--- src/design/mc_pkg.sv ---
`default_nettype none

package mc_pkg;

   // ****************************************
   // field widths
   // ****************************************
   localparam int BANK_W    = 3;   // 8 banks
   localparam int ROW_W     = 8;
   localparam int COL_W     = 5;
   localparam int FE_ADDR_W = BANK_W + ROW_W + COL_W;
   localparam int ID_W      = 4;
   localparam int DATA_W    = 32;  // one burst
   localparam int CMD_W     = 3;

   // ****************************************
   // dram command codes
   // ****************************************
   localparam logic [CMD_W-1:0] CMD_NOP = 3'd0;
   localparam logic [CMD_W-1:0] CMD_ACT = 3'd1;
   localparam logic [CMD_W-1:0] CMD_PRE = 3'd2;
   localparam logic [CMD_W-1:0] CMD_RD  = 3'd3;
   localparam logic [CMD_W-1:0] CMD_WR  = 3'd4;

   // frontend address, seen through one of two mappings
   typedef union packed {
      struct packed {
         logic [ROW_W-1:0]  row;   // decoder_type 0
         logic [BANK_W-1:0] bank;
         logic [COL_W-1:0]  col;
      } rbc;
      struct packed {
         logic [BANK_W-1:0] bank;  // decoder_type 1
         logic [ROW_W-1:0]  row;
         logic [COL_W-1:0]  col;
      } brc;
   } fe_addr_u;

endpackage

`default_nettype wire

--- src/design/mc_req_if.sv ---
`timescale 1ns/1ps
`default_nettype none

// one decoded request, decode stage to scheduler
interface mc_req_if import mc_pkg::*; ();

   logic              valid;
   logic              write;
   logic [BANK_W-1:0] bank;
   logic [ROW_W-1:0]  row;
   logic [COL_W-1:0]  col;
   logic [ID_W-1:0]   id;
   logic              ready;   // scheduler idle

   modport decode (
      output valid, write, bank, row, col, id,
      input  ready
   );

   modport sched (
      input  valid, write, bank, row, col, id,
      output ready
   );

endinterface

`default_nettype wire

--- src/design/addr_decode.sv ---
`timescale 1ns/1ps
`default_nettype none

module addr_decode import mc_pkg::*; (
   input  logic            clk,
   input  logic            rst_n,
   input  logic            fe_req_i,
   input  logic            fe_write_i,
   input  fe_addr_u        fe_addr_i,
   input  logic [ID_W-1:0] fe_id_i,
   input  logic            decoder_type_i,
   input  logic            wbuf_full_i,
   output logic            fe_stall_o,
   mc_req_if.decode        req
);

   logic              full_q;
   logic              accept;
   logic [BANK_W-1:0] dec_bank;
   logic [ROW_W-1:0]  dec_row;
   logic [COL_W-1:0]  dec_col;

   // slot frees in the same cycle it hands over to the scheduler
   assign fe_stall_o = (full_q && !req.ready) || wbuf_full_i;
   assign accept     = fe_req_i && !fe_stall_o;
   assign req.valid  = full_q;

   // ****************************************
   // address split
   // ****************************************
   always_comb begin
      if (decoder_type_i) begin
         dec_bank = fe_addr_i.brc.bank;
         dec_row  = fe_addr_i.brc.row;
         dec_col  = fe_addr_i.brc.col;
      end else begin
         dec_bank = fe_addr_i.rbc.bank;
         dec_row  = fe_addr_i.rbc.row;
         dec_col  = fe_addr_i.rbc.col;
      end
   end

   always_ff @(posedge clk or negedge rst_n) begin
      if (!rst_n) begin
         full_q <= 1'b0;
      end else if (accept) begin
         full_q <= 1'b1;
      end else if (req.ready) begin
         full_q <= 1'b0;   // handed over or already empty
      end
   end

   always_ff @(posedge clk) begin
      if (accept) begin
         req.write <= fe_write_i;
         req.bank  <= dec_bank;
         req.row   <= dec_row;
         req.col   <= dec_col;
         req.id    <= fe_id_i;
      end
   end

endmodule

`default_nettype wire

--- src/design/cmd_sched.sv ---
`timescale 1ns/1ps
`default_nettype none

module cmd_sched import mc_pkg::*; #(
   parameter int RCD_CYCLES = 4,
   parameter int RP_CYCLES  = 3
) (
   input  logic              clk,
   input  logic              rst_n,
   input  logic              phy_rdy_i,
   mc_req_if.sched           req,
   output logic              ctrl_valid_o,
   output logic [CMD_W-1:0]  ctrl_cmd_o,
   output logic [BANK_W-1:0] ctrl_bank_o,
   output logic [ROW_W-1:0]  ctrl_addr_o,
   output logic [ID_W-1:0]   ctrl_cas_id_o
);

   localparam int NBANK    = 1 << BANK_W;
   localparam int RCD_WAIT = (RCD_CYCLES > 0) ? RCD_CYCLES - 1 : 0;
   localparam int RP_WAIT  = (RP_CYCLES > 0) ? RP_CYCLES - 1 : 0;
   localparam int WAIT_MAX = (RCD_WAIT > RP_WAIT) ? RCD_WAIT : RP_WAIT;
   localparam int WAIT_W   = $clog2(WAIT_MAX + 2);   // at least one bit

   logic              busy_q;
   logic              write_q;
   logic [BANK_W-1:0] bank_q;
   logic [ROW_W-1:0]  row_q;
   logic [COL_W-1:0]  col_q;
   logic [ID_W-1:0]   id_q;
   logic [WAIT_W-1:0] wait_q;
   logic [NBANK-1:0]  open_q;
   logic [ROW_W-1:0]  open_row_q [NBANK];
   logic              bank_open;
   logic              row_hit;
   logic              issue;
   logic              take;
   logic [CMD_W-1:0]  cmd;

   assign req.ready = !busy_q;
   assign take      = req.valid && !busy_q;

   // ****************************************
   // open-row decision
   // ****************************************
   assign bank_open = open_q[bank_q];
   assign row_hit   = bank_open && (open_row_q[bank_q] == row_q);
   assign issue     = busy_q && phy_rdy_i && (wait_q == '0);

   // PRE and ACT update the table, so the next pick moves on by itself
   always_comb begin
      if (row_hit) begin
         cmd = write_q ? CMD_WR : CMD_RD;
      end else if (bank_open) begin
         cmd = CMD_PRE;   // conflict
      end else begin
         cmd = CMD_ACT;
      end
   end

   assign ctrl_valid_o  = issue;
   assign ctrl_cmd_o    = issue ? cmd : CMD_NOP;
   assign ctrl_bank_o   = bank_q;
   assign ctrl_addr_o   = row_hit ? {{(ROW_W-COL_W){1'b0}}, col_q} : row_q;
   assign ctrl_cas_id_o = id_q;

   always_ff @(posedge clk or negedge rst_n) begin
      if (!rst_n) begin
         busy_q <= 1'b0;
         wait_q <= '0;
         open_q <= '0;   // all banks closed
      end else begin
         if (wait_q != '0) begin
            wait_q <= wait_q - 1'b1;
         end
         if (take) begin
            busy_q <= 1'b1;
         end else if (issue && row_hit) begin
            busy_q <= 1'b0;   // cas ends the request
         end
         if (issue && (cmd == CMD_ACT)) begin
            open_q[bank_q] <= 1'b1;
            wait_q         <= WAIT_W'(RCD_WAIT);
         end
         if (issue && (cmd == CMD_PRE)) begin
            open_q[bank_q] <= 1'b0;
            wait_q         <= WAIT_W'(RP_WAIT);
         end
      end
   end

   // ****************************************
   // request and row storage
   // ****************************************
   always_ff @(posedge clk) begin
      if (take) begin
         write_q <= req.write;
         bank_q  <= req.bank;
         row_q   <= req.row;
         col_q   <= req.col;
         id_q    <= req.id;
      end
      if (issue && (cmd == CMD_ACT)) begin
         open_row_q[bank_q] <= row_q;
      end
   end

endmodule

`default_nettype wire

--- src/design/sync_fifo.sv ---
`timescale 1ns/1ps
`default_nettype none

module sync_fifo #(
   parameter int WIDTH = 32,
   parameter int DEPTH = 8
) (
   input  logic             clk,
   input  logic             rst_n,
   input  logic [WIDTH-1:0] data_i,
   input  logic             valid_i,
   output logic             grant_o,
   output logic [WIDTH-1:0] data_o,
   output logic             valid_o,
   input  logic             grant_i
);

   localparam int PTR_W = (DEPTH > 1) ? $clog2(DEPTH) : 1;
   localparam int CNT_W = $clog2(DEPTH + 1);

   logic [WIDTH-1:0] mem [DEPTH];
   logic [PTR_W-1:0] wr_ptr_q;
   logic [PTR_W-1:0] rd_ptr_q;
   logic [CNT_W-1:0] count_q;
   logic             push;
   logic             pop;

   assign grant_o = (count_q != CNT_W'(DEPTH));   // room left
   assign valid_o = (count_q != '0);
   assign data_o  = mem[rd_ptr_q];
   assign push    = valid_i && grant_o;
   assign pop     = valid_o && grant_i;

   always_ff @(posedge clk or negedge rst_n) begin
      if (!rst_n) begin
         wr_ptr_q <= '0;
         rd_ptr_q <= '0;
         count_q  <= '0;
      end else begin
         if (push) begin
            wr_ptr_q <= (wr_ptr_q == PTR_W'(DEPTH - 1)) ? '0 : wr_ptr_q + 1'b1;
         end
         if (pop) begin
            rd_ptr_q <= (rd_ptr_q == PTR_W'(DEPTH - 1)) ? '0 : rd_ptr_q + 1'b1;
         end
         if (push && !pop) begin
            count_q <= count_q + 1'b1;
         end else if (pop && !push) begin
            count_q <= count_q - 1'b1;
         end
      end
   end

   always_ff @(posedge clk) begin
      if (push) begin
         mem[wr_ptr_q] <= data_i;
      end
   end

endmodule

`default_nettype wire

--- src/design/ch_ctrl.sv ---
`timescale 1ns/1ps
`default_nettype none

module ch_ctrl import mc_pkg::*; #(
   parameter int RCD_CYCLES = 4,
   parameter int RP_CYCLES  = 3,
   parameter int WBUF_DEPTH = 8,
   parameter int RBUF_DEPTH = 8
) (
   input  logic                 clk,
   input  logic                 rst_n,
   // frontend
   input  logic                 fe_req_i,
   input  logic                 fe_write_i,
   input  logic [FE_ADDR_W-1:0] fe_addr_i,
   input  logic [ID_W-1:0]      fe_id_i,
   input  logic [DATA_W-1:0]    fe_data_i,
   input  logic                 decoder_type_i,
   output logic                 fe_stall_o,
   output logic [DATA_W-1:0]    fe_read_data_o,
   output logic [ID_W-1:0]      fe_read_id_o,
   output logic                 fe_read_valid_o,
   input  logic                 fe_read_grant_i,
   // phy commands
   input  logic                 phy_rdy_i,
   output logic                 ctrl_valid_o,
   output logic [CMD_W-1:0]     ctrl_cmd_o,
   output logic [BANK_W-1:0]    ctrl_bank_o,
   output logic [ROW_W-1:0]     ctrl_addr_o,
   output logic [ID_W-1:0]      ctrl_cas_id_o,
   // phy data buffers
   output logic [DATA_W-1:0]    ctrl_w_data_o,
   output logic                 ctrl_w_valid_o,
   input  logic                 ctrl_w_grant_i,
   input  logic [DATA_W-1:0]    ctrl_r_data_i,
   input  logic [ID_W-1:0]      ctrl_r_id_i,
   input  logic                 ctrl_r_valid_i,
   output logic                 ctrl_r_grant_o
);

   logic wbuf_grant;
   logic wbuf_push;

   mc_req_if req_if ();

   // accepted write strobe
   assign wbuf_push = fe_req_i && !fe_stall_o && fe_write_i;

   // ****************************************
   // decode and execute
   // ****************************************
   addr_decode u_addr_decode (
      .clk            (clk),
      .rst_n          (rst_n),
      .fe_req_i       (fe_req_i),
      .fe_write_i     (fe_write_i),
      .fe_addr_i      (fe_addr_i),
      .fe_id_i        (fe_id_i),
      .decoder_type_i (decoder_type_i),
      .wbuf_full_i    (!wbuf_grant),
      .fe_stall_o     (fe_stall_o),
      .req            (req_if.decode)
   );

   cmd_sched #(
      .RCD_CYCLES (RCD_CYCLES),
      .RP_CYCLES  (RP_CYCLES)
   ) u_cmd_sched (
      .clk           (clk),
      .rst_n         (rst_n),
      .phy_rdy_i     (phy_rdy_i),
      .req           (req_if.sched),
      .ctrl_valid_o  (ctrl_valid_o),
      .ctrl_cmd_o    (ctrl_cmd_o),
      .ctrl_bank_o   (ctrl_bank_o),
      .ctrl_addr_o   (ctrl_addr_o),
      .ctrl_cas_id_o (ctrl_cas_id_o)
   );

   // ****************************************
   // data buffers
   // ****************************************
   sync_fifo #(
      .WIDTH (DATA_W),
      .DEPTH (WBUF_DEPTH)
   ) write_buffer (
      .clk     (clk),
      .rst_n   (rst_n),
      .data_i  (fe_data_i),
      .valid_i (wbuf_push),
      .grant_o (wbuf_grant),
      .data_o  (ctrl_w_data_o),
      .valid_o (ctrl_w_valid_o),
      .grant_i (ctrl_w_grant_i)
   );

   sync_fifo #(
      .WIDTH (DATA_W + ID_W),   // id rides above the data
      .DEPTH (RBUF_DEPTH)
   ) read_buffer (
      .clk     (clk),
      .rst_n   (rst_n),
      .data_i  ({ctrl_r_id_i, ctrl_r_data_i}),
      .valid_i (ctrl_r_valid_i),
      .grant_o (ctrl_r_grant_o),
      .data_o  ({fe_read_id_o, fe_read_data_o}),
      .valid_o (fe_read_valid_o),
      .grant_i (fe_read_grant_i)
   );

endmodule

`default_nettype wire

--- config.mk ---
export PLATFORM = sky130hd
export DESIGN_NAME = ch_ctrl
export DESIGN_NICKNAME = d
export VERILOG_FILES = /design/src/design/mc_pkg.sv /design/src/design/mc_req_if.sv /design/src/design/addr_decode.sv /design/src/design/cmd_sched.sv /design/src/design/sync_fifo.sv /design/src/design/ch_ctrl.sv
export SDC_FILE = /design/constraint.sdc
export NUM_CORES = 1
export LEC_CHECK = 0
export BUFFER_PORTS_ARGS = -buffer_cell sky130_fd_sc_hd__buf_4
export CAP_MARGIN = 15
export CORE_ASPECT_RATIO = 0.9
export CORE_UTILIZATION = 30
export CTS_BUF_LIST = sky130_fd_sc_hd__clkbuf_4 sky130_fd_sc_hd__clkbuf_8
export CTS_CLUSTER_DIAMETER = 40
export DETAILED_ROUTE_END_ITERATION = 12
export SETUP_SLACK_MARGIN = 0.05
export SLEW_MARGIN = 10
export SYNTH_ARGS = -nofsm -noshare
export SYNTH_HDL_FRONTEND = slang
export SYNTH_SLANG_ARGS = --single-unit
--- constraint.sdc ---
create_clock -name clk -period 5.3 [get_ports clk]
set_clock_uncertainty 0.2 [all_clocks]
set_input_delay 0.265 -clock clk [delete_from_list [all_inputs] [get_ports clk]]
set_output_delay 0.265 -clock clk [all_outputs]
set_load 0.005 [all_outputs]
[Yosys cells after proc, flatten, opt, wreduce, memory -nomap -nowiden]
Memories as Yosys holds them, arrays and structs flattened. A register that Yosys moved wholly into a read port is not among the register bits.
Cells that the tools add are included.
Storage, ports and cells
  register bits after elaboration: 75
  bits in latches: 0
  bits in writable memories: 608
  ROM bits: 0
  output and inout port bits: 91
  memories kept: 3
Cells by class
  $add $sub $neg: 9
  multipliers: 0
  divide/modulo/power cells: 0
  $lt $le $gt $ge: 2
  equal/unequal tests: 10
  shift-type cells: 0
  multiplexer cells: 35
  bitwise logic cells: 3
  reductions and logical operators: 35
Memories
  read_buffer.mem: words 8, width 36, rd ports 1, clocked after Yosys merged registers in 0, wr ports 1, RTL line sync_fifo.sv:21  | logic [WIDTH-1:0] mem [DEPTH];
  write_buffer.mem: words 8, width 32, rd ports 1, clocked after Yosys merged registers in 0, wr ports 1, RTL line sync_fifo.sv:21
  u_cmd_sched.open_row_q: words 8, width 8, rd ports 1, clocked after Yosys merged registers in 1, wr ports 1, RTL line cmd_sched.sv:33  | logic [ROW_W-1:0] open_row_q [NBANK];
Operator list (number)
  $mux W3: 12
  $mux W8: 4
  $logic_and A1 B1 Y1: 19
  $mux W4: 4
  $add A3 B1 Y3 const B: 4
  $eq A3 B3 Y1 const B: 4
  $mux W1: 12
  $add A4 B1 Y4 const B: 2
  $and A8 B8 Y8: 1
  $eq A8 B8 Y1: 1
  $ne A4 B4 Y1 const B: 2
  $not A8 Y8: 1
  $or A8 B8 Y8: 1
  $reduce_bool A4 Y1: 2
  $sub A4 B1 Y4 const B: 2
  $logic_not A1 Y1: 7
  $reduce_bool A2 Y1: 3
  $reduce_bool A3 Y1: 2
  $lt A3 B4 Y1 const B: 1
  $bmux W1 S3: 1
  $demux W1 S3: 1
  $eq A3 B1 Y1 const B: 1
  $eq A3 B2 Y1 const B: 1
  $ge A3 B1 Y1 const B: 1
  5 further kinds: 5

[Longest topological paths before layout]
  depth after elaboration: 11
  gate-level depth with buffers: 13
  depth with buffers taken out: 13

[Modules after synthesis]
Synthesis repeated with hierarchy kept, for this count alone.
Second synthesis, totals
  cells, all modules: 1198
  area total of the unflattened synthesis: 26716.9 µm²
By module, submodules not included
  sync_fifo at read_buffer: times used 1, cells each 482, area an instance 11479.8 µm², seq. area each 8898.5 µm²
  sync_fifo at write_buffer: times used 1, cells each 434, area an instance 10261.1 µm², seq. area each 7937.6 µm²
  cmd_sched: times used 1, cells each 241, area an instance 4106.4 µm², seq. area each 2912.8 µm²
  addr_decode: times used 1, cells each 39, area an instance 857.1 µm², seq. area each 655.6 µm²
  ch_ctrl: times used 1, cells each 2, area an instance 12.5 µm², seq. area each 0.0 µm²

[Least setup slack after synthesis]
No wires, ideal clock.
  path type: flip-flop to flip-flop
  start point: reg write_buffer.count_q[0]
  end point: mem write_buffer.mem[0][0], enable pin
  arrival: 4.433 ns
  data required time: 4.639 ns
  slack: 0.206 ns
  stages on the path, launching flop included: 8
  period minus slack after synthesis: 5.094 ns
  cells stage by stage: dfrtp_1 nor3_1 a22o_1 nor2_1 nand2_1 inv_1 nand2b_1 nor3_1
On the way
  longest elaborated chain between the ends: 9
RTL lines
  start: declaration: RTL line sync_fifo.sv:24  | logic [CNT_W-1:0] count_q;
  start signal: assignment: RTL line sync_fifo.sv:47  | count_q <= count_q + 1'b1;
  start signal: assignment: RTL line sync_fifo.sv:49  | count_q <= count_q - 1'b1;
  $ne A4 B4 Y1: RTL line sync_fifo.sv:28  | assign grant_o = (count_q != CNT_W'(DEPTH));
  $logic_not A1 Y1: RTL line ch_ctrl.sv:60  | .wbuf_full_i (!wbuf_grant),
  $logic_or A1 B1 Y1: RTL line addr_decode.sv:24  | assign fe_stall_o = (full_q && !req.ready) || wbuf_full_i;
  named net fe_stall_o: RTL line ch_ctrl.sv:19  | output logic fe_stall_o,
  $logic_not A1 Y1
  $logic_and A1 B1 Y1
  named net u_addr_decode.accept: RTL line addr_decode.sv:18  | logic accept;
  $logic_and A1 B1 Y1: RTL line ch_ctrl.sv:47  | assign wbuf_push = fe_req_i && !fe_stall_o && fe_write_i;
  $logic_and A1 B1 Y1: RTL line sync_fifo.sv:31  | assign push = valid_i && grant_o;
  named net write_buffer.push: RTL line sync_fifo.sv:25  | logic push;
  $mux W1: RTL line sync_fifo.sv:55  | if (push) begin
  $mux W1 (not written as such): RTL line sync_fifo.sv:56  | mem[wr_ptr_q] <= data_i;
  end: declaration: RTL line sync_fifo.sv:21
The timed path passes the listed nets, and every way through them passes these cells.

==> impl_metrics.json <==
{
  "yosys_warnings": 0,
  "ios": 188,
  "dpl.hpwl_mm": 31.9,
  "use_met3": 0.0353,
  "power_leakage_nw": 11.1,
  "synth_cell_types": 45,
  "hold_viol": 0,
  "fin_nets": 1681,
  "routed_wl_mm": 55.6,
  "syn_inst": 1172,
  "cts_tree": "built",
  "critPathKind": "reg2out",
  "cts-buffers-inserted": 117,
  "grt_use_met2": 0.206,
  "die_w_um": 315,
  "power.density_nw_per_um2": 479,
  "syn_area_um2": 26400,
  "root_buffer": "clkbuf_8",
  "synthFlopType": "edfxtp_1",
  "syn2layout_area_growth_pct": 25.1,
  "drive_above_1_share": 0.415,
  "clockBufferDepth": 3,
  "syn-num-nets": 1287,
  "coreArea_um2": 86500,
  "vias": 12800,
  "rsz0062_at_grt": "false",
  "yosysMostFrequentCell": "edfxtp_1",
  "grt_pass1_wl_mm": 84.7,
  "synth.area.top_cells": "edfxtp_1 74%, mux4_2 13%, mux2_2 3.9%",
  "grt_pass1_vias": 14200,
  "busiest_layer": "met2",
  "endpoint_kind": "output pin",
  "htreeDepth": 3,
  "period_minus_slack_ps": 4820,
  "finalCritPeriodShare": 0.910,
  "syn_area_per_cell_um2": 22.5,
  "synth.largest_area_cell": "edfxtp_1",
  "gp_congestion": 0.743,
  "ctsHoldBuffers": 106,
  "met1_usage": 0.158,
  "floorplan.initialDensity": 0.305,
  "synth_edf_count": 650,
  "ant_nets": 0,
  "critical_path_arrival_ps": 4360,
  "drt_iter0_drc": 840,
  "synthTopCellsByCount": "650 x edfxtp_1, 147 x mux4_2, 91 x mux2_2",
  "die_area_um2": 89100,
  "grt_max_degree": 49,
  "post_cts_buffers": 0,
  "rows": 102,
  "status": "completed",
  "hp-start": "fe_addr_i[1]",
  "clkSinkCount": 686,
  "io_buffers": 187,
  "fin_util": 0.381,
  "fmax_mhz": 207,
  "fin_setup_tns_ps": 0,
  "first_pass_iters": 5,
  "grt.overflow.total": 0,
  "ir_drop_v": 0.000386,
  "via_per_inst": 4.57,
  "hold_class": "in2reg",
  "cts_resized": 0,
  "antenna_found_initial": 6,
  "die_h_um": 283,
  "gr-usage-all-layers": 0.125,
  "critPathRequiredTime_ps": 4840,
  "clk_latency_ps": 720,
  "tightest_slew_ps": 1100,
  "yosysTopAreaCellShare": 0.740,
  "total_power_mw": 15.8,
  "cp-start-kind": "register",
  "ys_seq_elements": 686,
  "wl_per_cell_um": 19.8,
  "ys_seq_area_frac": 0.774,
  "drc": 0,
  "relSlewSlack": 0.266,
  "path_clk_slew_ps": 60,
  "async_flop_share": 0.0481,
  "max_cap_viol_count": 0,
  "slew_violations": 0,
  "worstPathMaxFanout": 15,
  "finalSetupViolCount": 0
}
==> layout by cell type, fill, tap and decap left out, drive strengths merged, types with 2 or more instances in the layout <==
cell type,n
clkbuf,159
inv,15
ha,16
buf,216
o32a,3
xnor2,8
mux4,147
clkinvlp,6
dfrtp,33
mux2i,22
xor2,8
a21oi,4
nand3,2
o22a,5
edfxtp,650
dlygate4sd3,105
nand2b,11
nor2b,6
bufinv,8
clkinv,37
dfxtp,3
mux2,95
nand4,2
and3,2
a21o,6
fa,2
o21ai,8
nor3,14
nor2,23
or3,6
nand2,26
==> area by class of cell <==
type,instances,area (um2)
multi-input combinational,430,5850
antenna,1,2.50
clock inverter,56,568
timing repair buffer,321,2710
tap,1144,1430
clock buffer,159,1970
inverter,10,37.5
fill,7849,53500
sequential,686,20400
==> power breakdown <==
group	switching [mW]	internal (mW)	leakage (nW)	total, mW
clock network	2.17	2.84	1.33	5.02
logic	1.62	2.24	3.44	3.86
registers	0.485	6.45	6.29	6.94
total	4.28	11.5	11.1	15.8
==> critical path, cell delays in order, from the launching register on <==
cell and delay (ps):
dfxtp_1 970, mux4_2 610, mux2i_1 170, xor2_1 180, nand4_1 290, nor4b_2 660, buf_4 290, mux2_2 350
buf_4 140
==> per-stage QoR <==
stage	std cells	hold slack [ps]	instance area (um2)	setup slack [ps]
6_report	2807	96.1	33000	476
5_1_grt	2807	31.3	33000	159
4_1_cts	2806	4.67	33000	331
3_5_place_dp	2485	62.4	29400	1150
3_3_place_gp	2485	46.4	29400	1250
2_1_floorplan	1172	-231	26400	206
==> flip-flops by register name (all words and copies together), names as in the netlist, named ones only <==
register                   flops
u_cmd_sched.ctrl_cas_id_o      4
write_buffer.mem             256
u_cmd_sched.wait_q             3
u_cmd_sched.open_q             8
u_addr_decode.req.id           4
u_addr_decode.req.col          5
u_addr_decode.req.valid        1
u_cmd_sched.write_q            1
u_addr_decode.req.bank         3
u_addr_decode.req.write        1
u_cmd_sched.open_row_q        64
u_cmd_sched.ctrl_bank_o        3
write_buffer.wr_ptr_q          3
read_buffer.count_q            4
write_buffer.rd_ptr_q          3
u_addr_decode.req.row          8
write_buffer.count_q           4
u_cmd_sched.col_q              5
read_buffer.rd_ptr_q           3
u_cmd_sched.row_q              8
u_cmd_sched.busy_q             1
read_buffer.wr_ptr_q           3
read_buffer.mem              288
==> metal layers <==
metal  part of all wire  up-vias
met5            0.00092        -
met4              0.025        8
met3              0.058      123
met2               0.49      324
met1               0.42     6687
li1                   -     5695
==> cells by family (layout without fill, tap and decap cells) <==
logic type | count (synthesis) | count (layout) | synth area share
muxes | 264 | 264 | 0.175
AOI/OAI and AO/OA | 37 | 37 | 0.0103
DFF | 686 | 686 | 0.774
buffers and inverters | 56 | 546 | 0.00897
adders and majority gates | 18 | 18 | 0.00911
xor gates and xnor gates | 16 | 16 | 0.00531
other | 0 | 1 | 0
and+or+nand+nor | 95 | 95 | 0.0176
==> final timing paths <==
path                       depth (start not counted)  slack [ps]                       end
max                                                8         480            ctrl_addr_o[0]
min                                                2         100  u_addr_decode.req.col[1]
max reg2reg                                        6        1860     u_cmd_sched.open_q[3]
min reg2reg                                        0         220      u_cmd_sched.col_q[0]
max in group asynchronous                          4        4250  write_buffer.rd_ptr_q[0]
min in group asynchronous                          4         370    read_buffer.count_q[0]
Power figures use the tool's default switching activity.
